File: config.mk
export PLATFORM = sky130hd
export DESIGN_NAME = sync_word_ram
export DESIGN_NICKNAME = d
export VERILOG_FILES = /design/src/logic/sync_word_ram.sv
export SDC_FILE = /design/constraint.sdc
export NUM_CORES = 1
export LEC_CHECK = 0
export BUFFER_PORTS_ARGS = -buffer_cell sky130_fd_sc_hd__buf_2
export CAP_MARGIN = 10
export CORE_MARGIN = 4
export CORE_UTILIZATION = 55
export DETAILED_ROUTE_END_ITERATION = 10
export PLACE_DENSITY = 0.75
export RECOVER_POWER = 100
export SYNTH_ARGS = -nofsm -noshare
export SYNTH_HDL_FRONTEND = slang
export SYNTH_SLANG_ARGS = --single-unit
File: constraint.sdc
create_clock -name CLK_n -period 3.25 [get_ports CLK_n]
set_input_delay 0.1625 -clock CLK_n [delete_from_list [all_inputs] [get_ports CLK_n]]
set_output_delay 0.1625 -clock CLK_n [all_outputs]
set_load 0.01 [all_outputs]
File: src/logic/sync_word_ram.sv
`timescale 1ns/1ps
`default_nettype none

module sync_word_ram #(
  parameter type T_WORD = logic [31:0],
  parameter int  AW     = 4
) (
  input  wire           CLK_n,
  input  wire           i_we,
  input  wire  [AW-1:0] i_waddr,
  input  T_WORD         i_wdata,
  input  wire  [AW-1:0] i_raddr,
  output T_WORD         o_rdata
);

  T_WORD mem [2**AW];

  always_ff @(posedge CLK_n)
  begin
    if (i_we)
    begin
      mem[i_waddr] <= i_wdata;
    end
    o_rdata <= mem[i_raddr]; // Registered read gives old data on collision
  end

endmodule

`default_nettype wire

# Word-level counts from Yosys, hierarchy flattened
# Memory sizes are Yosys's and may differ from the RTL's. A register that Yosys moved wholly into a read port is not among the register bits.
# Index checks and enable logic that the tools add are counted.
# word_totals
reg_bits,0
latch_bits,0
ramBits,512
rom_bits,0
input_bits,42
output_inout_bits,32
word_cells,3
mem_count,1
# memory_table
name,depth,word_bits,read_ports,rd_clocked_by_memory_dff,wr,line_no,rtl
mem,16,32,1,1,1,16,T_WORD mem [2**AW];
# op_classes
add_sub_neg,0
multipliers,0
div,0
magnitude_cmp,0
eq_ne,0
shifts,0
muxes,2
n_bitwise,0
n_reduce_logical,0
# ops
op,n
two-way mux 1 bit,2

# Depth between registers and ports, before layout
# logic_depth
depth_word,2
ltp_mapped,5
mapped_depth_nobuf,3

# Least setup slack after synthesis
# OpenSTA, ideal clock, no wires.
# synth_path
path_kind,input to register
start,input i_waddr[2]
end,"memory mem[0][0] in the netlist's numbering, enable pin"
setup_ps,461
arrival_time_ps,2881
t_required_ps,2789
slack_ps,-92
path_stages,2
path_buffers,0
cell_sequence,or3b_2 > nor3_1
# synth_lines
item,line_no,rtl
start: declaration,10,"input wire [AW-1:0] i_waddr,"
end: declaration,16,
# No word-level cell before the write port.

==> run summary <==
Row count: 69
Global routing usage on met1: 0.314
Clock skew: 0.0114 ns
Tmin final: 2.24 ns
Worst Max-Slew Pin Slew: 1.89 ns
Fillers: 2,323
Grt met2 use: 0.328
Final period util: 0.689
Inserted Diodes: 0
Clk_lat worst skew: 0.56 ns
Number of global-route vias before repair: 9,608
Antenna-violating nets left: 0
WS Path Type: in2reg
Number of synthesized register bits: 544
TritonRoute pass-1 iters: 5
Core Area: 35,600 µm²
Global-route wire length before repair: 60.6 mm
GRT busiest layer: met2
Dpl hpwl: 20.9 mm
Initial antenna violation count: 0
Routed vias/inst: 6.18
Layout Nets: 1,032
Critical Path Start Type: primary input
Number of port buffers: 73
Fin Setup TNS: 0 ns
TritonCTS clock tree: built
Via count: 9,231
Hold Path Origin: i_raddr[3]
Die Width: 198 µm
Hold Slack: 0.182 ns
DRT iter0 DRCs: 993
Failing checks: max-capacitance violations, max-slew violations
Routed WL: 39.6 mm
Dpl cell area: 21,100 µm²
Worst Hold End: o_rdata[6]
RR Startpoint: mem[0][12]
Worst r2r path cells: 3
Slew margin rel.: -0.263
Critical path endpoint category: flop
Largest fanout on the critical path: 51
P per Cell Area: 652 nW/µm²
Total chip power: 15.0 mW
RR Endpoint: o_rdata[12]
H-tree levels: 2
Fin area: 23,100 µm²
Final Hold Fails: 0
Slew Viols, Final: 66
GRT Total Usage: 0.207
Chip Height: 198 µm
RePlAce Congestion: 0.709
Worst endpoint data arrival time: 2.66 ns
Synth Instances: 838
Syn_nets: 880
Max IR drop VDD: 419 µV
Initial Utilization: 0.558
Static Leak: 7.33 nW
WP data required: 3.67 ns
Post-Syn Area: 19,900 µm²
CTS Buf Count: 52
Sequential share of the synthesized area: 0.807
Routed WL per cell: 26.5 µm
Ys Warns: 0
Share of post-route cells with drive strength above 1: 0.255
Largest net degree at the start of global routing: 52
Clk root buf: clkbuf_16
Status: complete, but fails checks
Worst-case clock buffer depth: 3
IO Pins: 74
Final setup fails: 0
Fmax: 0.446 GHz
Unique cell type count in the Yosys netlist: 18
Mean Syn Cell Area: 23.7 µm²
CTS Sinks: 544
RSZ-0062 raised after global routing: false
DRC: 0
Worst hold path class: in2reg
Clock slew at reported path FFs: 0.06 ns
Synth-to-layout area growth: 16.1%
Die area: 39,200 µm²
Fin util: 0.648
Max-cap viol count: 2
M3 GR Usage: 0.0352
GRT overflow: 0
R2R setup slack: 1.83 ns
Hold Crit Depth: 4
==> layout by cell type, fill, tap and decap left out, drive strengths merged <==
cell type    instances
edfxtp             512
clkbuf             152
mux4               128
a22oi               64
nand2               33
dlygate4sd3         32
dfxtp               32
buf                 22
clkinv              16
nor2                13
bufinv              10
nor3                 4
inv                  3
clkinvlp             3
nor2b                2
nand3b               2
nand2b               2
and2                 1
nand3                1
or3b                 1
==> flip-flops by register name, summed over array words and instances, names as in the netlist <==
signal / cells
o_rdata: 32
mem: 512
==> worst max-delay path by stage <==
stage / from / end / slack (ns) / cells past startpoint
floorplan: i_waddr[2] / mem[8][0] / 0.21 / 2
global placement: i_waddr[2] / mem[1][26] / 1.08 / 4
detailed placement: i_waddr[2] / mem[1][25] / 1.07 / 4
CTS: i_waddr[2] / mem[1][1] / 1.66 / 4
global route: i_waddr[1] / mem[6][1] / 0.81 / 4
finish: i_raddr[1] / o_rdata[18] / 1.01 / 5
==> cells in the mapped netlist <==
cell	instances	area share
nand2_1	33	0.0062
nand3_1	1	0.00025
buf_4	11	0.0042
buf_6	2	0.0011
mux4_2	128	0.15
a22oi_1	64	0.024
buf_2	4	0.0010
nand3b_1	2	0.00076
buf_1	9	0.0017
and2_1	1	0.00032
dfxtp_1	32	0.032
or3b_2	1	0.00044
edfxtp_1	512	0.77
nor3_1	4	0.0010
nor2_1	13	0.0025
nand2b_1	2	0.00063
nor2b_1	2	0.00063
clkbuf_1	17	0.0032
==> per-layer routing <==
metal,routed length [µm],up-vias
met5,0,-
met4,656,0
met3,2950,58
met2,19600,398
met1,16300,4895
li1,-,3880
==> power by group <==
part	internal, mW	switching (mW)	total (mW)
sequential	7.84	0.0531	7.90
clock	3.91	2.54	6.44
combinational	0.293	0.410	0.703
total	12.0	3.00	15.0
==> cell families (layout without fill, tap and decap cells) <==
family          count (synthesis)  count (layout)  synth area share
flops                         544             544             0.807
mux                           128             128             0.145
compound gates                 64              64            0.0242
simple gates                   59              59            0.0127
buf+inv                        43             238            0.0112
==> through the flow <==
step                      setup WS, ns  instances
after floorplan                  0.208        838
after global placement            1.08       1365
after detailed placement          1.07       1365
after CTS                         1.66       1494
after global routing             0.812       1494
final                             1.01       1494
==> critical path, stage by stage <==
cell and delay [ns]:
clkbuf_2 1.07, clkbuf_1 0.57, mux4_2 0.43, a22oi_1 0.27
nand2_1 0.13
==> cell type report <==
class	count	area [µm²]	share of cell area
clock buffer	65	1420	0.0616
timing repair buffer	141	897	0.0389
multi-input combinational	251	3720	0.161
tap	461	577	0.0250
clock inverter	32	430	0.0187
sequential	544	16000	0.695
==> repair_timing <==
| item | 4_1_cts | 5_1_grt |
|---|---|---|
| buffers inserted | 0 | 0 |
| gates resized for setup | 0 | 0 |
| hold buffers | 32 | 0 |
| endpoints found under the hold margin | 512 | 0 |
No activity file was read; power rests on OpenSTA's default activity.
