--- src/logic/lsab_pkg.sv ---
`default_nettype none

package lsab_pkg;

  // --------------------
  // Buffer geometry
  localparam int LSAB_SECTIONS = 4;
  localparam int SECTION_W = 2;

  // Word counts up to 63 words
  localparam int COUNT_W = 6;

  // --------------------
  // Host register map
  localparam int REG_ADDR_W = 3;
  localparam int REG_DATA_W = 32;

  localparam logic [REG_ADDR_W-1:0] REG_START   = 3'd0;
  localparam logic [REG_ADDR_W-1:0] REG_COUNT   = 3'd1;
  localparam logic [REG_ADDR_W-1:0] REG_SECTION = 3'd2;
  localparam logic [REG_ADDR_W-1:0] REG_CONTROL = 3'd3;
  localparam logic [REG_ADDR_W-1:0] REG_STATUS  = 3'd4;

  // Control write bits
  localparam int CTRL_ISSUE_BIT = 0;
  localparam int CTRL_CLEAR_BIT = 1;

  // --------------------
  // Status read bits
  localparam int STAT_WORKING_BIT  = 0;
  localparam int STAT_IRQ_BIT      = 1;
  localparam int STAT_INT_STOP_BIT = 2;
  localparam int STAT_ABRUPT_BIT   = 3;
  localparam int STAT_SENT_LSB     = 8; // sent count field

endpackage

`default_nettype wire

--- src/logic/mover_regs.sv ---
`timescale 1ns/1ps
`default_nettype none

module mover_regs import lsab_pkg::*; #(
  parameter int STORE_AW = 8
) (
  input  wire                   CLK_n,
  input  wire                   RST,
  input  wire                   i_reg_wr,
  input  wire  [REG_ADDR_W-1:0] i_reg_addr,
  input  wire  [REG_DATA_W-1:0] i_reg_wdata,
  output logic [REG_DATA_W-1:0] o_reg_rdata,
  output logic [STORE_AW-1:0]   o_start,
  output logic [COUNT_W-1:0]    o_count,
  output logic [SECTION_W-1:0]  o_section,
  output logic                  o_issue,
  input  wire                   i_working,
  input  wire                   i_done,
  input  wire  [COUNT_W-1:0]    i_count_sent,
  input  wire                   i_int_stop,
  input  wire                   i_abrupt,
  output logic                  o_irq
);

  logic                  ctrl_wr;
  logic                  clear;
  logic                  int_stop_q;
  logic                  abrupt_q;
  logic [COUNT_W-1:0]    sent_q;
  logic [REG_DATA_W-1:0] status;

  assign ctrl_wr = i_reg_wr && (i_reg_addr == REG_CONTROL);
  assign clear   = ctrl_wr && i_reg_wdata[CTRL_CLEAR_BIT];
  assign o_issue = ctrl_wr && i_reg_wdata[CTRL_ISSUE_BIT] && !i_working; // dropped while busy

  // --------------------
  // Settings and result
  always_ff @(posedge CLK_n)
  begin
    if (!RST)
    begin
      o_start    <= '0;
      o_count    <= '0;
      o_section  <= '0;
      o_irq      <= 1'b0;
      int_stop_q <= 1'b0;
      abrupt_q   <= 1'b0;
      sent_q     <= '0;
    end
    else
    begin
      if (i_reg_wr && (i_reg_addr == REG_START))
        o_start <= i_reg_wdata[STORE_AW-1:0];
      if (i_reg_wr && (i_reg_addr == REG_COUNT))
        o_count <= i_reg_wdata[COUNT_W-1:0];
      if (i_reg_wr && (i_reg_addr == REG_SECTION))
        o_section <= i_reg_wdata[SECTION_W-1:0];

      if (clear)
      begin
        o_irq      <= 1'b0;
        int_stop_q <= 1'b0;
        abrupt_q   <= 1'b0;
      end
      // A completion on the same edge wins over clear
      if (i_done)
      begin
        o_irq      <= 1'b1;
        int_stop_q <= i_int_stop;
        abrupt_q   <= i_abrupt;
        sent_q     <= i_count_sent;
      end
    end
  end

  // --------------------
  // Readback
  always_comb
  begin
    status                              = '0;
    status[STAT_WORKING_BIT]            = i_working;
    status[STAT_IRQ_BIT]                = o_irq;
    status[STAT_INT_STOP_BIT]           = int_stop_q;
    status[STAT_ABRUPT_BIT]             = abrupt_q;
    status[STAT_SENT_LSB +: COUNT_W]    = sent_q;
  end

  always_comb
  begin
    case (i_reg_addr)
      REG_START:   o_reg_rdata = REG_DATA_W'(o_start);
      REG_COUNT:   o_reg_rdata = REG_DATA_W'(o_count);
      REG_SECTION: o_reg_rdata = REG_DATA_W'(o_section);
      REG_STATUS:  o_reg_rdata = status;
      default:     o_reg_rdata = '0; // control is write only
    endcase
  end

endmodule

`default_nettype wire

--- config.mk ---
export PLATFORM = sky130hd
export DESIGN_NAME = mover_regs
export DESIGN_NICKNAME = d
export VERILOG_FILES = /design/src/logic/lsab_pkg.sv /design/src/logic/mover_regs.sv
export SDC_FILE = /design/constraint.sdc
export NUM_CORES = 1
export LEC_CHECK = 0
export BUFFER_PORTS_ARGS = -buffer_cell sky130_fd_sc_hd__buf_4
export CAP_MARGIN = 25
export CORE_UTILIZATION = 40
export DETAILED_ROUTE_END_ITERATION = 12
export PLACE_DENSITY = 0.86
export SLEW_MARGIN = 10
export SYNTH_ARGS = -nofsm -noshare
export SYNTH_HDL_FRONTEND = slang
export SYNTH_SLANG_ARGS = --single-unit
--- constraint.sdc ---
create_clock -name CLK_n -period 1.49 [get_ports CLK_n]
set_input_delay 0.0745 -clock CLK_n [delete_from_list [all_inputs] [get_ports CLK_n]]
set_output_delay 0.0745 -clock CLK_n [all_outputs]
set_load 0.05 [all_outputs]
[Word level (Yosys, flattened, before mapping)]
Cells that the tools add are included.
Word-level totals
  bits in registers: 25
  input port bits: 48
  output and inout port bits: 50
  word-level logic and storage cells: 26
Cells by class
  equality and inequality tests: 4
  mux-type cells: 5
  reduce and logical (&&, ||, !) cells: 10
Operator list (number)
  $pmux W14 S4: 1
  $logic_and A1 B1 Y1: 7
  $eq A3 B2 Y1 const B: 2
  $mux W1: 4
  $eq A3 B1 Y1 const B: 1
  $eq A3 B3 Y1 const B: 1
  $logic_not A3 Y1: 1
  $reduce_bool A2 Y1: 1
  $logic_not A1 Y1: 1

[Longest topological paths before layout]
  word-level depth: 5
  gate-level depth with buffers: 6
  mapped depth without buffers: 3

[Worst setup path before layout]
Ideal clock, no wire load.
  path type: register -> output
  start point: reg o_count[1]
  end point: out o_reg_rdata[1]
  arrival: 2.022 ns
  data required time: 1.416 ns
  setup slack: -0.607 ns
  cell stages (with the launch flop): 4
  buffers on the path: 0
  cell sequence: dfxtp_1 > mux2i_1 > a2bb2oi_1 > o21ai_0
On the way
  cells in the longest elaborated chain, start to end: 1
Ends and longest elaborated chain
  start: declaration: line mover_regs.sv:14  | output logic [COUNT_W-1:0] o_count,
  start signal: assignment: line mover_regs.sv:55  | o_count <= i_reg_wdata[COUNT_W-1:0];
  $pmux W14 S4: line mover_regs.sv:90  | case (i_reg_addr)
  end: declaration: line mover_regs.sv:12  | output logic [REG_DATA_W-1:0] o_reg_rdata,
No other way between the ends.

[Worst setup path after layout]
  start point: reg o_count[0]
  end point: out o_reg_rdata[0]
Same word-level chain as after synthesis.

==> metrics.txt <==
DRC 0; register bit total from synthesis 25; RSZ-0062 raised after global routing false; largest net degree at the start of global routing 34; final setup vio count 0; H-tree levels 1; Inserted Clock Buffers 3; outcome finished, final reports clean; vias in the first global route 1052; hold crit path type input port to flop; Setup Buffers After CTS 0; final hold violation count 0; Final Max Slew Viols 0; asr flop ratio synth 0%; clock buffer depth 2; share of layout cells above drive strength 1 38.43%; Clock Pin Slew Worst Setup and Hold Paths 0.14 ns; Synth Warn # 0; Synth area leader dfxtp_1; 1st-pass router iterations 4; DPL Wire Length 2113 um; worst-path maximum fanout 3; pwr/cell area 733.8 mW/mm2; area delta synth->final 41.21%; Syn Inst Count 151; R2R depth 3; die area 0.003654 mm2; Final min period 1.403 ns; number of enable flip-flop cells after synthesis 0; largest cells by area after synthesis dfxtp_1 (37%), mux2i_1 (10%), buf_4 (9.9%); CTS sink cnt 25; CP required 1.42 ns; startpoint class of the critical path flop; initial DRC count 41; post-layout power 0.001416 W; Max Cap Viol 0; WL final 3147 um; Nets 265; Worst IR Drop VDD 429.1 uV; PortBufs 55; Netlist Area Pre-Place 0.001366 mm2; die width 60.45 um; row count 20; grt ovf 0; commonest non-fill, non-tap cell in the layout buf_4; IO Pins 98; Routed met1 length 1369 um; crit share post-route 94.17%; most frequent cells in the layout buf_4 (57), dfxtp_1 (23), conb_1 (18); per-cell routed wire length 12.10 um; P_leak 0.8847 nW; # diodes 0; Clock Tree Root clkbuf_4; setup TNS 0 ns; Placed Area 0.001732 mm2; Via density 4.681; sequential-to-total area share from yosys stat 36.63%; Initial Util 43.33%; top cell type's share of synthesized area 36.63%; Setup CP Type flop to output pin; worst skew pair latency 0.33 ns; critical path endpoint category output pin; total core area 0.003153 mm2; placed cell count 241; Design Area, Final 0.001929 mm2; Cell variety after synth 32; Tot GR Track Use 17.85%; synthesized area per cell 9.048 um2; DRT antenna net count 0; placer congestion estimate 0.7138; Final Skew 0 ns; CTS tree yes; via count 1217; worst hold stages 3; top layer reached by signal wires met4; global-route wire length before repair 4761 um; Die Ht 60.45 um; arrival time of the worst setup path 1.33 ns; initial antenna violation count 0; maximum clock frequency 0.7127 GHz; met3 wire length 199 um; final non-filler cell total 260; post-layout util 61.19%; met2 routed WL 1540 um; ys flop type dfxtp_1
-- layout make-up --
cell class / instances / area [um2]
Timing Repair Buffer: 72 / 578.1
Clock buffer: 3 / 22.52
Fill cell: 296 / 1224
Sequential cell: 25 / 503.0
Multi-Input combinational cell: 112 / 754.5
Clock inverter: 1 / 5.005
Tap cell: 44 / 55.05
Inverter: 3 / 11.26
-- logic make-up (layout without fill, tap and decap cells) --
family | after synthesis | after routing | share of synthesized area [%]
AO/OA/AOI/OAI | 26 | 26 | 14.10
other | 1 | 18 | 0.2745
buffers and inverters | 31 | 79 | 15.84
multiplexers | 14 | 14 | 10.26
flip-flops | 25 | 25 | 36.63
AND/OR/NAND/NOR | 54 | 54 | 22.89
-- registers in the layout, summed over array words and instances, names as in the netlist --
signal and cells:
sent_q 6, o_start 8, int_stop_q 1, o_count 6, o_section 2, abrupt_q 1
o_irq 1
-- cell usage after synthesis (2+ instances only) --
master     instances
buf_1              2
inv_1              3
dfxtp_1           25
nor2_1             4
nand2_1           12
and2_1             8
buf_6              2
nand3_2            2
nor2b_1            7
o32ai_1            2
a21boi_1           2
buf_4             18
a211o_1            2
clkbuf_1           4
o21ai_0            8
mux2i_1           14
o21ai_2            8
a2bb2oi_1          2
nand3_1           13
-- per-stage QoR --
step / setup slack [ns] / hold WS [ns]
after floorplan: -0.3129 / 0.1827
after global placement: 0.2387 / 0.3058
after detailed placement: 0.2254 / 0.3096
after CTS: 0.001863 / 0.04584
after global routing: 0.02747 / 0.03401
final: 0.08692 / 0.03982
-- worst max-delay path, stage by stage, from the launching register on --
cell       delay, ns
dfxtp_2         0.37
mux2i_2         0.16
a2bb2oi_2       0.21
o2bb2ai_4       0.08
buf_4           0.18
-- what timing repair did --
item,4_1_cts,5_1_grt
endpoints found under the hold margin,15,0
resized for setup,0,5
hold buffers,15,0
endpoints found under the setup margin,0,2
-- path summary, 6_finish.rpt --
check | slack, ns | end | from
hold reg to reg | 0.48 | o_start[6] | o_start[6]
hold / removal | 0.04 | o_start[0] | i_reg_wdata[0]
setup / recovery | 0.09 | o_reg_rdata[0] | o_count[0]
setup reg to reg | 0.66 | int_stop_q | int_stop_q
-- where the power goes --
part           total (W)  leakage (nW)  switching [W]  internal, W
logic           0.000390         0.662       0.000257     0.000133
clock network   0.000319        0.0177       0.000218     0.000101
registers       0.000707         0.205      0.0000139     0.000693
-- per-layer routing --
| metal | GRT usage, % | up-vias |
|---|---|---|
| met5 | 0 | - |
| met4 | 6.818 | 0 |
| met3 | 5.544 | 5 |
| met2 | 29.98 | 48 |
| met1 | 21.35 | 548 |
| li1 | - | 616 |
Power figures use the tool's default switching activity.
