File: src/logic/lsab_pkg.sv
`default_nettype none

package lsab_pkg;

  // --------------------
  // Buffer geometry
  localparam int LSAB_SECTIONS = 4;
  localparam int SECTION_W = 2;

  // Word counts up to 63 words
  localparam int COUNT_W = 6;

  // --------------------
  // Host register map
  localparam int REG_ADDR_W = 3;
  localparam int REG_DATA_W = 32;

  localparam logic [REG_ADDR_W-1:0] REG_START   = 3'd0;
  localparam logic [REG_ADDR_W-1:0] REG_COUNT   = 3'd1;
  localparam logic [REG_ADDR_W-1:0] REG_SECTION = 3'd2;
  localparam logic [REG_ADDR_W-1:0] REG_CONTROL = 3'd3;
  localparam logic [REG_ADDR_W-1:0] REG_STATUS  = 3'd4;

  // Control write bits
  localparam int CTRL_ISSUE_BIT = 0;
  localparam int CTRL_CLEAR_BIT = 1;

  // --------------------
  // Status read bits
  localparam int STAT_WORKING_BIT  = 0;
  localparam int STAT_IRQ_BIT      = 1;
  localparam int STAT_INT_STOP_BIT = 2;
  localparam int STAT_ABRUPT_BIT   = 3;
  localparam int STAT_SENT_LSB     = 8; // sent count field

endpackage

`default_nettype wire

File: src/logic/block_fill_mover.sv
`timescale 1ns/1ps
`default_nettype none

module block_fill_mover import lsab_pkg::*; #(
  parameter int DATA_W   = 32,
  parameter int STORE_AW = 8
) (
  input  wire                  CLK_n,
  input  wire                  RST,
  input  wire                  i_issue,
  input  wire  [STORE_AW-1:0]  i_start,
  input  wire  [COUNT_W-1:0]   i_count,
  input  wire  [SECTION_W-1:0] i_section,
  input  wire                  i_section_empty,
  output logic                 o_pop,
  output logic [SECTION_W-1:0] o_pop_section,
  input  wire  [DATA_W-1:0]    i_pop_data,
  input  wire                  i_pop_int,
  output logic                 o_store_we,
  output logic [STORE_AW-1:0]  o_store_addr,
  output logic [DATA_W-1:0]    o_store_wdata,
  output logic                 o_working,
  output logic                 o_done,
  output logic [COUNT_W-1:0]   o_count_sent,
  output logic                 o_int_stop,
  output logic                 o_abrupt
);

  logic                 working;
  logic                 valid_q;   // popped word on the read port this cycle
  logic [COUNT_W-1:0]   pops_left;
  logic [COUNT_W-1:0]   sent_q;
  logic [STORE_AW-1:0]  addr_q;
  logic [SECTION_W-1:0] section_q;
  logic                 flag_now;
  logic                 want_more;
  logic                 pop_ok;

  // --------------------
  // Pop decision
  assign flag_now  = valid_q && i_pop_int;
  assign want_more = (pops_left != '0) && !flag_now; // no pops past a flagged word
  assign pop_ok    = working && want_more && !i_section_empty;

  assign o_pop         = pop_ok;
  assign o_pop_section = section_q;

  // Returning word goes straight to the store
  assign o_store_we    = valid_q;
  assign o_store_addr  = addr_q;
  assign o_store_wdata = i_pop_data;

  // Ends on the cycle nothing more is popped; last word in flight lands now
  assign o_done       = working && !pop_ok;
  assign o_count_sent = sent_q + COUNT_W'(valid_q);
  assign o_int_stop   = flag_now;
  assign o_abrupt     = want_more && i_section_empty;
  assign o_working    = working;

  always_ff @(posedge CLK_n)
  begin
    if (!RST)
    begin
      working   <= 1'b0;
      valid_q   <= 1'b0;
      pops_left <= '0;
      sent_q    <= '0;
      addr_q    <= '0;
      section_q <= '0;
    end
    else if (!working)
    begin
      valid_q <= 1'b0;
      if (i_issue)
      begin
        working   <= 1'b1;
        pops_left <= i_count;
        sent_q    <= '0;
        addr_q    <= i_start;
        section_q <= i_section;
      end
    end
    else
    begin
      valid_q <= pop_ok;
      if (pop_ok)
        pops_left <= pops_left - 1'b1;
      if (valid_q)
      begin
        sent_q <= sent_q + 1'b1;
        addr_q <= addr_q + 1'b1; // wraps at store size
      end
      if (o_done)
        working <= 1'b0;
    end
  end

endmodule

`default_nettype wire

File: config.mk
export PLATFORM = sky130hd
export DESIGN_NAME = block_fill_mover
export DESIGN_NICKNAME = d
export VERILOG_FILES = /design/src/logic/lsab_pkg.sv /design/src/logic/block_fill_mover.sv
export SDC_FILE = /design/constraint.sdc
export NUM_CORES = 1
export LEC_CHECK = 0
export BUFFER_PORTS_ARGS = -buffer_cell sky130_fd_sc_hd__buf_4
export CAP_MARGIN = 20
export CORE_AREA = 2 2 63 65
export CTS_CLUSTER_SIZE = 8
export DETAILED_ROUTE_END_ITERATION = 6
export DIE_AREA = 0 0 65 67
export PLACE_DENSITY = 0.83
export REMOVE_ABC_BUFFERS = 1
export SLEW_MARGIN = 20
export SYNTH_ARGS = -nofsm -noshare
export SYNTH_HDL_FRONTEND = slang
export SYNTH_SLANG_ARGS = --single-unit
File: constraint.sdc
create_clock -name CLK_n -period 3.95 [get_ports CLK_n]
set_input_delay 0.79 -clock CLK_n [delete_from_list [all_inputs] [get_ports CLK_n]]
set_output_delay 0.79 -clock CLK_n [all_outputs]
set_load 0.05 [all_outputs]
# ---- Word-level counts from Yosys, hierarchy flattened
# Cells that the tools add are included.
dict set report totals {
  register_bits 24
  inputBits 53
  out_inout_bits 54
  elab_cells 40
}
dict set report classes {
  addsub 4
  eq_ne 2
  mux 12
  n_bitwise 1
  reduce_logical 15
}
# cell count
set ops {}
lappend ops {{$mux 6} 6}
lappend ops {{$mux 8} 3}
lappend ops {{$add 8x1->8 const B} 1}
lappend ops {{$reduce_and 2->1} 4}
lappend ops {{$add 6x1->6} 1}
lappend ops {{$add 6x1->6 const B} 1}
lappend ops {{$logic_and 1x1->1} 6}
lappend ops {{$reduce_bool 6->1} 1}
lappend ops {{$sub 6x1->6 const B} 1}
lappend ops {{$ne 2x1->1 const B} 2}
lappend ops {{$logic_not 1->1} 3}
lappend ops {{$mux 1} 3}
lappend ops {{$reduce_bool 2->1} 1}
lappend ops {{$not 1->1} 1}

# ---- Logic depth before layout (Yosys ltp)
# Gate-level depths: netlist of the first run.
dict set report logic_depth {
  ltp_word 9
  mapped_depth 6
}

# ---- Worst setup path after synthesis of the first run
# Ideal clock, no wire load.
dict set report synth_path {
  path_type {input -> output}
  startpoint {input port i_pop_int}
  endpoint {output port o_abrupt}
  t_arrival_ns 2.399
  required_time_ns 3.160
  setup_slack_ns 0.761
  path_stages 2
  path_cell_list {and2_1 -> a311oi_1}
}
dict set report synth_between {
  elab_chain_len 4
}
# element line
set synth_lines {}
lappend synth_lines {{start: declaration} block_fill_mover.sv:18} ;# input wire i_pop_int,
lappend synth_lines {{$logic_and 1x1->1} block_fill_mover.sv:41} ;# assign flag_now = valid_q && i_pop_int;
lappend synth_lines {{$logic_not 1->1} block_fill_mover.sv:42} ;# assign want_more = (pops_left != '0) && !flag_now;
lappend synth_lines {{$logic_and 1x1->1} block_fill_mover.sv:42}
lappend synth_lines {{$logic_and 1x1->1} block_fill_mover.sv:57} ;# assign o_abrupt = want_more && i_section_empty;
lappend synth_lines {{end: declaration} block_fill_mover.sv:26} ;# output logic o_abrupt
# Every way passes these cells.

# ---- Worst setup path in the final report of the first run
dict set report layout_path {
  startpoint {input port i_section_empty}
  endpoint {output port o_done}
}
dict set report layout_between {
  elab_chain_len 4
}
# element line
set layout_lines {}
lappend layout_lines {{start: declaration} block_fill_mover.sv:14} ;# input wire i_section_empty,
lappend layout_lines {{$logic_not 1->1} block_fill_mover.sv:43} ;# assign pop_ok = working && want_more && !i_section_empty;
lappend layout_lines {{$logic_and 1x1->1} block_fill_mover.sv:43}
lappend layout_lines {{$logic_not 1->1} block_fill_mover.sv:54} ;# assign o_done = working && !pop_ok;
lappend layout_lines {{$logic_and 1x1->1} block_fill_mover.sv:54}
lappend layout_lines {{end: declaration} block_fill_mover.sv:23} ;# output logic o_done,
# Every way passes these cells.

==> flow_metrics.env, run 1 <==
export IMPL_power_density_mw_per_mm2=346.3
export IMPL_ctsResizeCount=0
export IMPL_overflow=0
export IMPL_firstDrtPassIters=4
export IMPL_cp_required_ns=3.16
export IMPL_htree_num_levels=1
export IMPL_grt_max_degree=22
export IMPL_min_path_type="reg2reg"
export IMPL_fin_crit_ns=2.608
export IMPL_routedWlPerCell_um=18.60
export IMPL_vdd_ir_drop_max_mv=0.1871
export IMPL_finalCritPeriodShare_pct=66.03
export IMPL_multi_input_area_um2=773.2
export IMPL_io_buffers=42
export IMPL_core_mm2=0.003606
export IMPL_synth_seq_cells=24
export IMPL_drv_slew=0
export IMPL_max_stage_delay_ns=0.45
export IMPL_die_y_um=67
export IMPL_wl_um=4595
export IMPL_nNetsFinal=259
export IMPL_via_count=1411
export IMPL_drv_cap=0
export IMPL_worst_pin_slew_ns=0.6810
export IMPL_outcome="completed"
export IMPL_finalSetupViolations=0
export IMPL_skew_ns=0.003179
export IMPL_cp_depth=6
export IMPL_grt_pass1_vias=1261
export IMPL_cts_setup_buffers=0
export IMPL_hpwl_um=3504
export IMPL_insertion_delay_ns=0.26
export IMPL_seq_area_frac_synth_pct=30.52
export IMPL_regArea_um2=480.5
export IMPL_endpoint_kind="output pin"
export IMPL_rows=22
export IMPL_setup_ws_ns=1.342
export IMPL_max_freq_mhz=383.4
export IMPL_numCtsBuffers=3
export IMPL_die_area_mm2=0.004355
export IMPL_start_util_pct=43.65
export IMPL_antenna_cells=0
export IMPL_setup_worst_path_start_class="input port"
export IMPL_netlist_area_mm2=0.001574
export IMPL_drive_gt1_share_pct=26.63
export IMPL_area_delta_synth_final_pct=9.459
export IMPL_viasPerCell=5.713
export IMPL_fillers=365
export IMPL_worstPathArrival_ns=1.82
export IMPL_avgSynthCellArea_um2=8.198
export IMPL_dr_first_iter_drc_count=86
export IMPL_clockRootBuffer="clkbuf_8"
export IMPL_ant_nets=0
export IMPL_pre_cts_slack_ns=1.336
export IMPL_cp_max_fo=8
export IMPL_leakagePower_nw=0.7556
export IMPL_numClockSinks=24
export IMPL_grt_setup_unrepaired="false"
export IMPL_drc=0
export IMPL_synthDistinctLibCells=45
export IMPL_cts_tree="done"
export IMPL_ys_dominant_reg_cell="dfxtp_1"
export IMPL_path_delay_family="compound AO/OA/AOI/OAI gates"
export IMPL_crit_chain="buf_4 > nand2b_1 > a311o_4 > clkinv_4 > nor2_1 > buf_4"
export IMPL_r2r_cells=4
export IMPL_async_flop_share_pct=0
export IMPL_hold_viol=0
export IMPL_crit_path_frequent_cell="buf_4"
export IMPL_gp_congestion=0.8637
export IMPL_crit_path_top_delay_cell="a311o_4"
export IMPL_layout_common_cells="buf_4 (43), dfxtp_1 (24), nand2_1 (17), a21oi_1 (17), nor2_1 (15)"
export IMPL_finalSetupTns_ns=0
export IMPL_grt_pass1_wl_um=6969
export IMPL_cts_hold_buf=0
export IMPL_synth_edff_count=0
export IMPL_min_path_cells=2
export IMPL_dieWidth_um=65
export IMPL_relSlewSlack_pct=54.55
export IMPL_final_common_cell="buf_4"
export IMPL_path_buf_inv=3
export IMPL_io_pins=107
export IMPL_clk_path_buf_depth=2
export IMPL_clkTransAtPathRegs_ns=0.08
export IMPL_path_class="in2out"
export IMPL_synth_cells=192
export IMPL_grt_util_all_layers_pct=21.81
export IMPL_yosysWarnings=0
export IMPL_antenna_found_initial=0
==> sequential cells by signal, summed over array words and instances, names as in the netlist <==
register       flops
o_pop_section      2
o_store_addr       8
o_store_we         1
o_working          1
pops_left          6
sent_q             6
==> area by class of cell <==
type	count	share of cell area, %
Multi-Input combinational cell	121	44.88
Sequential cell	24	27.89
Timing Repair Buffer	43	18.74
Tap cell	48	3.486
Clock buffer	4	3.195
Inverter	7	1.816
==> worst paths after layout <==
kind | start | end | slack, ns
setup / recovery | i_section_empty | o_done | 1.34
hold / removal | o_pop_section[1] | o_pop_section[1] | 0.47
setup reg to reg | o_working | sent_q[2] | 2.15
hold reg to reg | o_pop_section[1] | o_pop_section[1] | 0.47
==> Yosys cell counts, types with 2 or more instances <==
cell	instances	share of area (%)
xor2_1	2	1.1
inv_1	5	1.2
and2_1	2	0.79
nand2_1	17	4.1
nor2_1	15	3.6
clkbuf_1	2	0.48
nor3_1	3	0.95
buf_2	3	0.95
ha_1	6	4.8
a211oi_1	2	0.95
a221oi_1	2	1.1
nand3_1	9	2.9
a2bb2oi_1	2	1.1
o21ai_0	3	0.95
xnor2_1	3	1.7
o32ai_1	4	2.2
nor4_1	2	0.79
dfxtp_1	24	31
a311oi_1	3	1.7
nand2b_1	2	0.79
mux2i_1	3	1.9
a21oi_1	17	5.4
buf_4	34	16
nand4_1	4	1.6
and3_1	3	1.2
==> report_power, final <==
group	switching, mW	internal, mW
combinational	0.0963	0.0590
clock	0.0770	0.0889
sequential	0.0190	0.256
total	0.192	0.404
==> worst reg2reg max path, delay by kind of cell (launching register included) <==
| kind | cells | cell delay, ns |
|---|---|---|
| compound gates | 1 | 0.17 |
| flops | 1 | 0.63 |
| simple gates | 3 | 0.93 |
==> per-stage QoR <==
step	cells	hold slack, ns	total power, mW	instance area [um2]	util [%]
2_1_floorplan	152	0.4394	0.3804	1285	-
3_3_place_gp	243	0.4447	0.4333	1668	46.25
6_report	247	0.4705	0.5966	1723	47.78
4_1_cts	247	0.4685	0.6003	1723	47.78
3_5_place_dp	243	0.4564	0.4348	1668	46.25
5_1_grt	247	0.4958	0.6272	1723	47.78
==> kinds of logic after synthesis <==
| family | Yosys count | share of synthesized area (%) |
|---|---|---|
| and+or+nand+nor | 63 | 19.48 |
| buffers and inverters | 47 | 20.35 |
| AOI/OAI and AO/OA | 43 | 19.48 |
| DFF | 24 | 30.52 |
| adders and majority gates | 6 | 4.769 |
| xor gates and xnor gates | 5 | 2.783 |
| muxes | 4 | 2.623 |
==> per-layer routing <==
layer / share of wire (%) / GRT usage, % / wire length, um / vias to the layer above
li1: - / - / - / 667
met1: 40 / 26.33 / 1835 / 626
met2: 39 / 27.96 / 1781 / 106
met3: 19 / 17.57 / 856 / 8
met4: 0.85 / 5.053 / 39 / 4
met5: 1.8 / 16.67 / 82 / -
Power figures use the tool's default switching activity.
==> inputs of run 2 (changes only) <==
--- a/config.mk
+++ b/config.mk
@@ -7,11 +7,11 @@
 export LEC_CHECK = 0
 export BUFFER_PORTS_ARGS = -buffer_cell sky130_fd_sc_hd__buf_4
 export CAP_MARGIN = 20
-export CORE_AREA = 2 2 63 65
+export CORE_AREA = 2 2 65 67
 export CTS_CLUSTER_SIZE = 8
 export DETAILED_ROUTE_END_ITERATION = 6
-export DIE_AREA = 0 0 65 67
-export PLACE_DENSITY = 0.83
+export DIE_AREA = 0 0 67 69
+export PLACE_DENSITY = 0.78
 export REMOVE_ABC_BUFFERS = 1
 export SLEW_MARGIN = 20
 export SYNTH_ARGS = -nofsm -noshare
==> constraint.sdc (replaced) <==
create_clock -name CLK_n -period 2.4 [get_ports CLK_n]
set_input_delay 0.48 -clock CLK_n [delete_from_list [all_inputs] [get_ports CLK_n]]
set_output_delay 0.48 -clock CLK_n [all_outputs]
set_load 0.05 [all_outputs]
==> run 2 against run 1 <==
  * Count of clock-buffer cells in the layout down 1
  * Die area rose by 6.2%
  * Hold slack got worse by 0.030 ns
  * Critical path type is now reg2out
  * Non-clock buffer count grew 3
  * Critical path depth unchanged
  * Register-to-register slack worse by 1.4 ns
  * Sequential share of layout area is 0.65 points lower
==> flow_metrics.env, run 2 (synthesis gave the netlist of run 1 again) <==
export IMPL_clockPowerShare_pct=34.0
export IMPL_firstDrtPassIters=4
export IMPL_final_util_pct=45.08
export IMPL_worst_pin_slew_ns=0.6842
export IMPL_rrSetupSlack_ns=0.73
export IMPL_grt_pass1_vias=1356
export IMPL_finalCritPeriodShare_pct=90.50
export IMPL_grt_max_degree=22
export IMPL_worst_hold_slack_ns=0.4407
export IMPL_cts_setup_buffers=0
export IMPL_hold_start="i_section[0]"
export IMPL_clk_path_buf_depth=2
export IMPL_io_buffers=42
export IMPL_area_delta_synth_final_pct=12.08
export IMPL_place_area_mm2=0.001693
export IMPL_max_freq_mhz=460.4
export IMPL_rows=23
export IMPL_setup_worst_path_start_class="flop"
export IMPL_post_place_cells=248
export IMPL_grt_setup_unrepaired="false"
export IMPL_min_path_cells=3
export IMPL_skew_ns=0.007382
export IMPL_vdd_ir_drop_max_mv=0.2009
export IMPL_switching_share_pct=31.05
export IMPL_core_mm2=0.003914
export IMPL_path_class="reg2out"
export IMPL_layout_common_cells="buf_4 (46), dfxtp_1 (24), nand2_1 (17), a21oi_1 (17), nor2_1 (15)"
export IMPL_p_switching_uw=336.7
export IMPL_endpoint_kind="output pin"
export IMPL_p_total_mw=1.084
export IMPL_reg2reg_to="sent_q[2]"
export IMPL_grt_pass1_wl_um=7072
export IMPL_io_pins=107
export IMPL_antenna_cells=0
export IMPL_cp_required_ns=1.92
export IMPL_ant_nets=0
export IMPL_drc=0
export IMPL_cts_hold_buf=0
export IMPL_dr_first_iter_drc_count=107
export IMPL_largest_reg_flops=8
export IMPL_drive_gt1_share_pct=27.72
export IMPL_viasPerCell=5.738
export IMPL_numClockSinks=24
export IMPL_min_to="o_pop_section[0]"
export IMPL_dieWidth_um=67
export IMPL_routedWlPerCell_um=18.17
export IMPL_seqPwrFrac_pct=41.4
export IMPL_relSlewSlack_pct=54.38
export IMPL_clkTransAtPathRegs_ns=0.10
export IMPL_clockRootBuffer="clkbuf_8"
export IMPL_cts_tree="done"
export IMPL_hold_viol=0
export IMPL_drv_cap=0
export IMPL_final_area_mm2=0.001764
export IMPL_wl_um=4579
export IMPL_htree_num_levels=1
export IMPL_worstPathArrival_ns=1.69
export IMPL_finalSetupViolations=0
export IMPL_stdcell_count=252
export IMPL_die_area_mm2=0.004623
export IMPL_nNetsFinal=262
export IMPL_outcome="completed"
export IMPL_fin_crit_ns=2.172
export IMPL_combinationalPowerShare_pct=24.7
export IMPL_finalSetupTns_ns=0
export IMPL_hpwl_um=3470
export IMPL_setup_ws_ns=0.2280
export IMPL_r2r_start="o_working"
export IMPL_power_density_mw_per_mm2=614.6
export IMPL_die_y_um=69
export IMPL_start_util_pct=40.22
export IMPL_grt_util_all_layers_pct=20.38
export IMPL_ctsResizeCount=0
export IMPL_via_count=1446
export IMPL_drv_slew=0
export IMPL_pre_cts_slack_ns=0.4346
export IMPL_leakagePower_nw=0.7771
export IMPL_r2r_cells=5
export IMPL_cp_max_fo=8
export IMPL_final_common_cell="buf_4"
export IMPL_p_int_uw=747.5
export IMPL_overflow=0
export IMPL_numCtsBuffers=3
export IMPL_min_path_type="in2reg"
export IMPL_insertion_delay_ns=0.28
export IMPL_crit_start="pops_left[0]"
export IMPL_antenna_found_initial=0
export IMPL_gp_congestion=0.8378
## run 2: how the worst max path moves through the flow
stage | depth (start not counted) | to
floorplan | 4 | o_done
global placement | 6 | o_done
detailed placement | 6 | o_done
CTS | 6 | o_done
global route | 6 | o_done
finish | 6 | o_done
## run 2: final cells by class
type,instances,area [um2]
sequential,24,480.5
multi-input combinational,121,773.2
inverter,7,31.28
clock inverter,1,30.03
tap,50,62.56
timing repair buffer,46,345.3
clock buffer,3,41.29
fill,408,2150
## run 2: per-layer routing
| metal | track usage, % | part of all wire [%] | up-vias |
|---|---|---|---|
| met4 | 4.762 | 0.98 | 0 |
| met3 | 15.66 | 18 | 5 |
| met1 | 27.97 | 42 | 671 |
| li1 | - | - | 676 |
| met5 | 6.250 | 0 | - |
| met2 | 24.09 | 39 | 94 |
## run 2: worst max-delay path: stages, from the launching register on
cell	delay [ns]
dfxtp_1	0.38
inv_1	0.09
ha_1	0.24
a311o_4	0.39
clkinv_4	0.09
nor2_1	0.04
buf_4	0.18
## run 2: power groups by stage
stage	combinational, mW	clock [mW]	sequential, mW
detailed placement	0.267	0	0.457
finish	0.267	0.368	0.448
global route	0.288	0.397	0.453
floorplan	0.123	0	0.503
CTS	0.268	0.369	0.448
global placement	0.264	0	0.457
