**src/logic/lsab_pkg.sv**
```systemverilog
`default_nettype none

package lsab_pkg;

  // --------------------
  // Buffer geometry
  localparam int LSAB_SECTIONS = 4;
  localparam int SECTION_W = 2;

  // Word counts up to 63 words
  localparam int COUNT_W = 6;

  // --------------------
  // Host register map
  localparam int REG_ADDR_W = 3;
  localparam int REG_DATA_W = 32;

  localparam logic [REG_ADDR_W-1:0] REG_START   = 3'd0;
  localparam logic [REG_ADDR_W-1:0] REG_COUNT   = 3'd1;
  localparam logic [REG_ADDR_W-1:0] REG_SECTION = 3'd2;
  localparam logic [REG_ADDR_W-1:0] REG_CONTROL = 3'd3;
  localparam logic [REG_ADDR_W-1:0] REG_STATUS  = 3'd4;

  // Control write bits
  localparam int CTRL_ISSUE_BIT = 0;
  localparam int CTRL_CLEAR_BIT = 1;

  // --------------------
  // Status read bits
  localparam int STAT_WORKING_BIT  = 0;
  localparam int STAT_IRQ_BIT      = 1;
  localparam int STAT_INT_STOP_BIT = 2;
  localparam int STAT_ABRUPT_BIT   = 3;
  localparam int STAT_SENT_LSB     = 8; // sent count field

endpackage

`default_nettype wire

```
**src/logic/sync_word_ram.sv**
```systemverilog
`timescale 1ns/1ps
`default_nettype none

module sync_word_ram #(
  parameter type T_WORD = logic [31:0],
  parameter int  AW     = 4
) (
  input  wire           CLK_n,
  input  wire           i_we,
  input  wire  [AW-1:0] i_waddr,
  input  T_WORD         i_wdata,
  input  wire  [AW-1:0] i_raddr,
  output T_WORD         o_rdata
);

  T_WORD mem [2**AW];

  always_ff @(posedge CLK_n)
  begin
    if (i_we)
    begin
      mem[i_waddr] <= i_wdata;
    end
    o_rdata <= mem[i_raddr]; // Registered read gives old data on collision
  end

endmodule

`default_nettype wire

```
**src/logic/lsab_ingress_buffer.sv**
```systemverilog
`timescale 1ns/1ps
`default_nettype none

module lsab_ingress_buffer import lsab_pkg::*; #(
  parameter int DATA_W     = 32,
  parameter int FIFO_DEPTH = 16
) (
  input  wire                     CLK_n,
  input  wire                     RST,
  input  wire                     i_write,
  input  wire  [DATA_W-1:0]       i_data,
  input  wire                     i_int,
  output logic [SECTION_W-1:0]    o_write_slot,
  output logic [LSAB_SECTIONS-1:0] o_section_full,
  output logic [LSAB_SECTIONS-1:0] o_section_empty,
  input  wire                     i_pop,
  input  wire  [SECTION_W-1:0]    i_pop_section,
  output logic [DATA_W-1:0]       o_pop_data,
  output logic                    o_pop_int
);

  localparam int PTR_W = $clog2(FIFO_DEPTH);

  typedef struct packed {
    logic              int_flag;
    logic [DATA_W-1:0] word;
  } entry_t;

  entry_t wr_entry;
  entry_t rd_entry [LSAB_SECTIONS];
  logic [SECTION_W-1:0] pop_sel; // section of the word now on the read port

  assign wr_entry.int_flag = i_int;
  assign wr_entry.word     = i_data;

  // --------------------
  // Rotating write slot
  always_ff @(posedge CLK_n)
  begin
    if (!RST)
    begin
      o_write_slot <= '0;
      pop_sel      <= '0;
    end
    else
    begin
      o_write_slot <= o_write_slot + 1'b1; // wraps every LSAB_SECTIONS clocks
      if (i_pop)
      begin
        pop_sel <= i_pop_section;
      end
    end
  end

  // --------------------
  // One FIFO per section
  for (genvar g = 0; g < LSAB_SECTIONS; g++)
  begin : g_section
    logic             wr_en;
    logic             rd_en;
    logic [PTR_W-1:0] wr_ptr;
    logic [PTR_W-1:0] rd_ptr;
    logic [PTR_W:0]   fill;

    assign wr_en = i_write && (o_write_slot == SECTION_W'(g)) && !o_section_full[g];
    assign rd_en = i_pop && (i_pop_section == SECTION_W'(g)) && !o_section_empty[g];

    assign o_section_full[g]  = (fill == (PTR_W+1)'(FIFO_DEPTH));
    assign o_section_empty[g] = (fill == '0);

    always_ff @(posedge CLK_n)
    begin
      if (!RST)
      begin
        wr_ptr <= '0;
        rd_ptr <= '0;
        fill   <= '0;
      end
      else
      begin
        if (wr_en)
          wr_ptr <= wr_ptr + 1'b1;
        if (rd_en)
          rd_ptr <= rd_ptr + 1'b1;
        case ({wr_en, rd_en})
          2'b10:   fill <= fill + 1'b1;
          2'b01:   fill <= fill - 1'b1;
          default: fill <= fill;
        endcase
      end
    end

    sync_word_ram #(
      .T_WORD (entry_t),
      .AW     (PTR_W)
    ) i_ram (
      .CLK_n   (CLK_n),
      .i_we    (wr_en),
      .i_waddr (wr_ptr),
      .i_wdata (wr_entry),
      .i_raddr (rd_ptr),
      .o_rdata (rd_entry[g])
    );
  end

  assign o_pop_data = rd_entry[pop_sel].word;
  assign o_pop_int  = rd_entry[pop_sel].int_flag;

endmodule

`default_nettype wire

```
**config.mk**
```make
export PLATFORM = sky130hd
export DESIGN_NAME = lsab_ingress_buffer
export DESIGN_NICKNAME = d
export VERILOG_FILES = /design/src/logic/lsab_pkg.sv /design/src/logic/sync_word_ram.sv /design/src/logic/lsab_ingress_buffer.sv
export SDC_FILE = /design/constraint.sdc
export NUM_CORES = 2
export LEC_CHECK = 0
export BUFFER_PORTS_ARGS = -buffer_cell sky130_fd_sc_hd__buf_4
export CAP_MARGIN = 20
export CORE_MARGIN = 1
export CORE_UTILIZATION = 45
export CTS_BUF_LIST = sky130_fd_sc_hd__clkbuf_2
export DETAILED_ROUTE_END_ITERATION = 7
export SYNTH_ARGS = -nofsm -noshare
export SYNTH_HDL_FRONTEND = slang
export SYNTH_SLANG_ARGS = --single-unit
```
**constraint.sdc**
```tcl
create_clock -name CLK_n -period 11.1 [get_ports CLK_n]
set_input_delay 1.11 -clock CLK_n [delete_from_list [all_inputs] [get_ports CLK_n]]
set_output_delay 1.11 -clock CLK_n [all_outputs]
set_load 0.03 [all_outputs]
```
# ---- Yosys cells after proc, flatten, opt, wreduce, memory -nomap -nowiden
# Memories as Yosys holds them, arrays and structs flattened. A register that Yosys moved wholly into a read port is not among the register bits.
# Index checks and enable logic that the tools add are counted.
dict set report word_totals {
  ff_bits 56
  latchBits 0
  ram_bits 2112
  rom_bits 0
  inputBits 39
  output_inout_bits 43
  word_cells 104
  n_memories 4
}
dict set report op_classes {
  add_sub_neg 17
  mul 0
  n_div 0
  magnitude_cmp 1
  n_eq_ne 18
  shifts 0
  mux 15
  n_bitwise 1
  reduce_logical 34
}
# memory words width rd rd_clocked_by_memory_dff wr line
set mem_list {}
lappend mem_list {{g_section[0].i_ram.mem} 16 33 1 1 1 sync_word_ram.sv:16} ;# T_WORD mem [2**AW];
lappend mem_list {{g_section[1].i_ram.mem} 16 33 1 1 1 sync_word_ram.sv:16}
lappend mem_list {{g_section[2].i_ram.mem} 16 33 1 1 1 sync_word_ram.sv:16}
lappend mem_list {{g_section[3].i_ram.mem} 16 33 1 1 1 sync_word_ram.sv:16}
# op count
set ops {}
lappend ops {{33-bit binary-select mux with 2-bit select} 1}
lappend ops {{33-bit 2-to-1 mux} 2}
lappend ops {{5-bit one-hot mux with 2 select lines} 4}
lappend ops {{4-bit by 1-bit adder with 4-bit output, second input constant} 8}
lappend ops {{5-bit by 1-bit adder with 5-bit output, second input constant} 4}
lappend ops {{5-bit == test, second input constant} 4}
lappend ops {{5-bit zero test} 4}
lappend ops {{5-bit by 1-bit subtractor with 5-bit output, second input constant} 4}
lappend ops {{2-bit == test, second input constant} 8}
lappend ops {{1-bit logical AND} 16}
lappend ops {{2-bit by 1-bit == test with 1-bit output, second input constant} 6}
lappend ops {{1-bit zero test} 8}
lappend ops {{1-bit 2-to-1 mux} 8}
lappend ops {{2-bit nonzero test} 4}
lappend ops {{2-bit zero test} 2}
lappend ops {{3-bit >= comparator, second input constant} 1}
lappend ops {{2-bit NOT with 3-bit output} 1}
lappend ops {{2-bit by 1-bit adder with 2-bit output, second input constant} 1}

# ---- Longest topological paths before layout
dict set report depth {
  word_depth 5
  ltp_mapped 12
}

# ---- Modules after synthesis
# From an unflattened synthesis, not the netlist that was laid out.
dict set report hier_totals {
  cells_unflattened 3843
  area_unflattened_um2 86529.2
}
# module instances cells_each area_each_um2 seq_area_each_um2
set by_module_without_submodules {}
lappend by_module_without_submodules {sync_word_ram 4 864 20631.0 16515.8}
lappend by_module_without_submodules {lsab_ingress_buffer 1 387 4005.1 1121.1}

# ---- Worst setup path after synthesis
# No wires, ideal clock.
dict set report synth_timing {
  path_kind {input -> register}
  start {in i_write}
  end {mem g_section[3].i_ram.mem[0][0] in the netlist's numbering, enable pin}
  setup_ns 0.464
  t_arrival_ns 4.203
  t_required_ns 10.636
  setup_slack_ns 6.432
  stages 5
  n_path_buf 1
  cell_sequence {buf_2 nand2_1 a21oi_1 nand2_1 nor3_1}
}
dict set report synth_between {
  elab_chain_len 4
}
# element line
set synth_rtl {}
lappend synth_rtl {{start, declared} lsab_ingress_buffer.sv:10} ;# input wire i_write,
lappend synth_rtl {{1-bit logical AND (2 in a row)} lsab_ingress_buffer.sv:65} ;# assign wr_en = i_write && (o_write_slot == SECTION_W'(g)) && !o_section_full[g];
lappend synth_rtl {{1-bit 2-to-1 mux} sync_word_ram.sv:20} ;# if (i_we)
lappend synth_rtl {{1-bit 2-to-1 mux (implied by the code)} sync_word_ram.sv:22} ;# mem[i_waddr] <= i_wdata;
lappend synth_rtl {{end, declared} sync_word_ram.sv:16}
# No other way between the ends.

# ---- Worst setup path in the final report
dict set report layout_timing {
  start {reg pop_sel[0]}
  end {out o_pop_data[8]}
}
dict set report layout_between {
  elab_chain_len 4
}
# element line
set layout_rtl {}
lappend layout_rtl {{start, declared} lsab_ingress_buffer.sv:31} ;# logic [SECTION_W-1:0] pop_sel;
lappend layout_rtl {{start signal, assigned} lsab_ingress_buffer.sv:50} ;# pop_sel <= i_pop_section;
lappend layout_rtl {{2-bit NOT with 3-bit output (implied by the code)} lsab_ingress_buffer.sv:106} ;# assign o_pop_data = rd_entry[pop_sel].word;
lappend layout_rtl {{33-bit binary-select mux with 2-bit select} lsab_ingress_buffer.sv:106}
lappend layout_rtl {{33-bit 2-to-1 mux (2 in a row)} -}
lappend layout_rtl {{end, declared} lsab_ingress_buffer.sv:18} ;# output logic [DATA_W-1:0] o_pop_data,
# No other way between the ends. The select of a mux whose other input is x is not followed.

==> report_table.html <==
<table>
<tr><th>Metric</th><th>Value</th></tr>
<tr><th colspan="2">Clocking</th></tr>
<tr><td>Number of H-tree levels</td><td>6</td></tr>
<tr><td>CTS Root Cell</td><td>sky130_fd_sc_hd__clkbuf_2</td></tr>
<tr><td>Clock tree from TritonCTS</td><td>done</td></tr>
<tr><td>Largest buffer count on any clock path</td><td>4</td></tr>
<tr><td>Total of cells resized after clock tree synthesis</td><td>0</td></tr>
<tr><td>CTS sink count</td><td>2300</td></tr>
<tr><td>Clock transition at the registers of the reported paths</td><td>110 ps</td></tr>
<tr><td>Number of buffers created by CTS</td><td>592</td></tr>
<tr><td>Clock insertion delay at the later pin of the skew report</td><td>1800 ps</td></tr>
<tr><th colspan="2">Power and ir drop</th></tr>
<tr><td>Total power after layout</td><td>15.7 mW</td></tr>
<tr><td>Lkg Pwr</td><td>31.0 nW</td></tr>
<tr><td>Power density over cell area</td><td>164 mW/mm2</td></tr>
<tr><td>Worst IR Drop VDD</td><td>104 uV</td></tr>
<tr><th colspan="2">Final layout</th></tr>
<tr><td>Multi-input combinational cell area</td><td>0.0184 mm2</td></tr>
<tr><td>Area overhead of the layout relative to synthesis</td><td>11.3%</td></tr>
<tr><td>Final cell area excluding filler cells</td><td>0.0959 mm2</td></tr>
<tr><td>Commonest non-fill, non-tap cell in the layout</td><td>sky130_fd_sc_hd__edfxtp_1</td></tr>
<tr><td>Nets</td><td>4683</td></tr>
<tr><td>Count of fill cells added during filler insertion</td><td>15500</td></tr>
<tr><td>Share of final-layout standard cells stronger than drive strength 1</td><td>34.4%</td></tr>
<tr><td>Area taken by flip-flops and latches</td><td>0.0672 mm2</td></tr>
<tr><td>Most frequent cells in the layout</td><td>2112 x sky130_fd_sc_hd__edfxtp_1, 900 x sky130_fd_sc_hd__clkbuf_2, 503 x sky130_fd_sc_hd__mux4_2</td></tr>
<tr><th colspan="2">Hold path</th></tr>
<tr><td>Worst min path class</td><td>input port to flip-flop</td></tr>
<tr><th colspan="2">Critical path</th></tr>
<tr><td>Category of cells accounting for the largest share of critical-path delay</td><td>buffers and inverters</td></tr>
<tr><td>CP cell instances</td><td>buf_4 -&gt; mux4_2 -&gt; buf_4</td></tr>
<tr><td>Critical path capture point type</td><td>output port</td></tr>
<tr><td>Critical path buffers and inverters</td><td>2</td></tr>
<tr><td>Max incr delay on CP</td><td>690 ps</td></tr>
<tr><td>Maximum fanout count along the critical path</td><td>33</td></tr>
<tr><td>Reg-to-reg slack, setup</td><td>7670 ps</td></tr>
<tr><td>CP Class</td><td>flip-flop to output port</td></tr>
<tr><td>Cell seen most often among critical-path stages</td><td>sky130_fd_sc_hd__buf_4</td></tr>
<tr><td>Arr. time, crit path</td><td>3590 ps</td></tr>
<tr><td>Type of origin of the critical path</td><td>flip-flop</td></tr>
<tr><td>Data required time of the worst path</td><td>9990 ps</td></tr>
<tr><td>Highest-delay cell along the critical path</td><td>sky130_fd_sc_hd__mux4_2</td></tr>
<tr><th colspan="2">Synth</th></tr>
<tr><td>Library cells used by synthesis</td><td>42</td></tr>
<tr><td>Nets in the synthesized netlist</td><td>4076</td></tr>
<tr><td>Cells after synthesis</td><td>3993</td></tr>
<tr><td>Post-synthesis average cell area</td><td>21.6 um2</td></tr>
<tr><td>Biggest area contributors in the synthesized netlist</td><td>sky130_fd_sc_hd__edfxtp_1 74%, sky130_fd_sc_hd__mux4_2 13%, sky130_fd_sc_hd__dfxtp_1 4.4%</td></tr>
<tr><td>#FFs+latches synth</td><td>2300</td></tr>
<tr><td>Top flip-flop cell by instance count after synthesis</td><td>sky130_fd_sc_hd__edfxtp_1</td></tr>
<tr><td>EDFF count, synth</td><td>2112</td></tr>
<tr><td>Post-synthesis instance area</td><td>0.0862 mm2</td></tr>
<tr><td>Synth area leader</td><td>sky130_fd_sc_hd__edfxtp_1</td></tr>
<tr><td>Sequential fraction of the synthesis area</td><td>78.0%</td></tr>
<tr><td>Share of synthesized flip-flops with an asynchronous set or reset</td><td>0%</td></tr>
<tr><td>Yosys top cell area share</td><td>73.6%</td></tr>
<tr><td>Number of warnings issued by yosys</td><td>0</td></tr>
<tr><th colspan="2">Route</th></tr>
<tr><td>DRC</td><td>0</td></tr>
<tr><td>Per-cell routed wire length</td><td>28.6 um</td></tr>
<tr><td>DR iter-0 viols</td><td>4505</td></tr>
<tr><td>Final ANT Viol Nets</td><td>0</td></tr>
<tr><td>Total routed wirelength</td><td>216000 um</td></tr>
<tr><td>Number of vias per cell after detailed routing</td><td>5.66</td></tr>
<tr><td>Drt pass-1 iters</td><td>5</td></tr>
<tr><td>Via Count</td><td>42700</td></tr>
<tr><th colspan="2">Floorplan</th></tr>
<tr><td>Starting density of the core</td><td>45.3%</td></tr>
<tr><td>I/O pin total</td><td>82</td></tr>
<tr><td>Die outline width</td><td>440 um</td></tr>
<tr><td>Core footprint</td><td>0.190 mm2</td></tr>
<tr><td>Vertical die dimension</td><td>440 um</td></tr>
<tr><td>Die area</td><td>0.193 mm2</td></tr>
<tr><td>FP Rows</td><td>160</td></tr>
<tr><th colspan="2">Run</th></tr>
<tr><td>Number of maximum-capacitance violations</td><td>0</td></tr>
<tr><th colspan="2">GRT</th></tr>
<tr><td>Number of global-route vias before repair</td><td>44000</td></tr>
<tr><td>Total gr overflow</td><td>0</td></tr>
<tr><td>Wire length of the first global-routing pass</td><td>310000 um</td></tr>
<tr><td>Initial antenna violation count</td><td>32</td></tr>
<tr><td>Aggregate global-route resource usage</td><td>22.6%</td></tr>
<tr><td>Maximum number of pins on one net before global-route repair</td><td>127</td></tr>
<tr><th colspan="2">Placement</th></tr>
<tr><td>DP Wirelength</td><td>117000 um</td></tr>
<tr><td>IO buf count</td><td>81</td></tr>
<tr><td>Routability congestion estimate from global placement</td><td>0.806</td></tr>
<tr><td>Placed Area</td><td>0.0903 mm2</td></tr>
<tr><th colspan="2">Timing</th></tr>
<tr><td>Final clock period utilization by the worst path</td><td>42.4%</td></tr>
<tr><td>Final max-slew violation count</td><td>0</td></tr>
<tr><td>Count of final hold-check violations</td><td>0</td></tr>
<tr><td>Sum of negative setup slack</td><td>0 ps</td></tr>
<tr><td>Transition at the pin with the smallest max-transition slack</td><td>1170 ps</td></tr>
<tr><td>Clock period minus final worst setup slack</td><td>4700 ps</td></tr>
<tr><td>Clock Skew</td><td>130 ps</td></tr>
<tr><td>Setup Viol. Count Final</td><td>0</td></tr>
<tr><td>Highest clock rate</td><td>213 MHz</td></tr>
<tr><td>RSZ-0062 raised after global routing</td><td>false</td></tr>
<tr><td>Worst max-slew margin expressed relative to the limit</td><td>22.2%</td></tr>
<tr><th colspan="2">Status</th></tr>
<tr><td>Result of the run</td><td>finished, final reports clean</td></tr>
</table>
==> cell families (layout without fill, tap and decap cells) <==
| family | Yosys count | after routing | synth area share [%] |
|---|---|---|---|
| multiplexers | 637 | 637 | 14.7 |
| AND/OR/NAND/NOR | 396 | 396 | 2.16 |
| XOR/XNOR | 29 | 29 | 0.295 |
| buffers and inverters | 247 | 1272 | 1.22 |
| flip-flops | 2300 | 2300 | 78.0 |
| adder cells (fa/ha/maj) | 44 | 44 | 0.674 |
| other | 0 | 6 | 0 |
| AO/OA/AOI/OAI | 340 | 340 | 2.97 |
==> final cells by class <==
class	instances	area share, %
inverters	28	0.110
clock buffers	900	4.70
flip-flops and latches	2300	70.1
diodes	6	0.0157
clock inverters	112	0.643
well taps	2511	3.28
multi-input cells	1446	19.2
repair buffers	232	1.96
==> metal layers <==
layer  wire (um)  global-route usage [%]  part of all wire [%]
met1       89500                    31.5                    41
met2      104000                    35.3                    48
met3       16700                    4.76                   7.7
met4        5420                    7.90                   2.5
met5          26                       0                 0.012
==> path summary, 6_finish.rpt <==
path                                             start  cells past startpoint                        endpoint
worst max-delay path                        pop_sel[0]                      3                   o_pop_data[8]
worst max register to register  g_section[2].rd_ptr[0]                      5  g_section[2].i_ram.o_rdata[18]
worst min-delay path                               RST                      3          g_section[3].rd_ptr[2]
worst min register to register         o_write_slot[0]                      1                 o_write_slot[0]
==> power breakdown <==
| group | internal, mW | switching (mW) |
|---|---|---|
| clock | 2.29 | 3.33 |
| sequential | 9.50 | 0.0700 |
| combinational | 0.170 | 0.356 |
| total | 12.0 | 3.75 |
==> flip-flops by register name (all words and copies together), names as in the netlist <==
name	flops
o_write_slot	2
g_section.rd_ptr	16
g_section.wr_ptr	16
g_section.i_ram.mem	2112
g_section.fill	20
pop_sel	2
g_section.i_ram.o_rdata	132
==> cells in the mapped netlist (all sizes together) (5+ instances only) <==
cell,number
xor2,6
xnor2,23
clkbuf,119
nand3,46
o2111ai,5
a21oi,14
nand2,168
nor3,16
ha,40
buf,100
mux4,503
edfxtp,2112
o21ai,13
a22oi,293
and2,37
nor2,71
dfxtp,188
inv,28
nand2b,10
mux2i,134
nor2b,23
==> through the flow <==
step	hold slack (ps)	util, %	worst slack (ps)	cells
after floorplan	487	-	6430	3993
after global placement	496	47.5	7430	6471
after detailed placement	509	47.5	7330	6472
after CTS	132	50.4	6000	7529
after global routing	302	50.4	6100	7531
final	476	50.4	6400	7535
==> timing repair <==
item / CTS / global route
buffers inserted: 0 / 0
hold buffers: 45 / 0
hold endpoints to repair: 2247 / 0
==> worst reg2reg max path: stages (launching register included) <==
cell                      delay (ps)
sky130_fd_sc_hd__dfxtp_4         730
sky130_fd_sc_hd__buf_4           860
sky130_fd_sc_hd__buf_4           750
sky130_fd_sc_hd__mux4_2          630
sky130_fd_sc_hd__a22oi_1         230
sky130_fd_sc_hd__nand2_1          70
(Power assumes the default switching activity.)
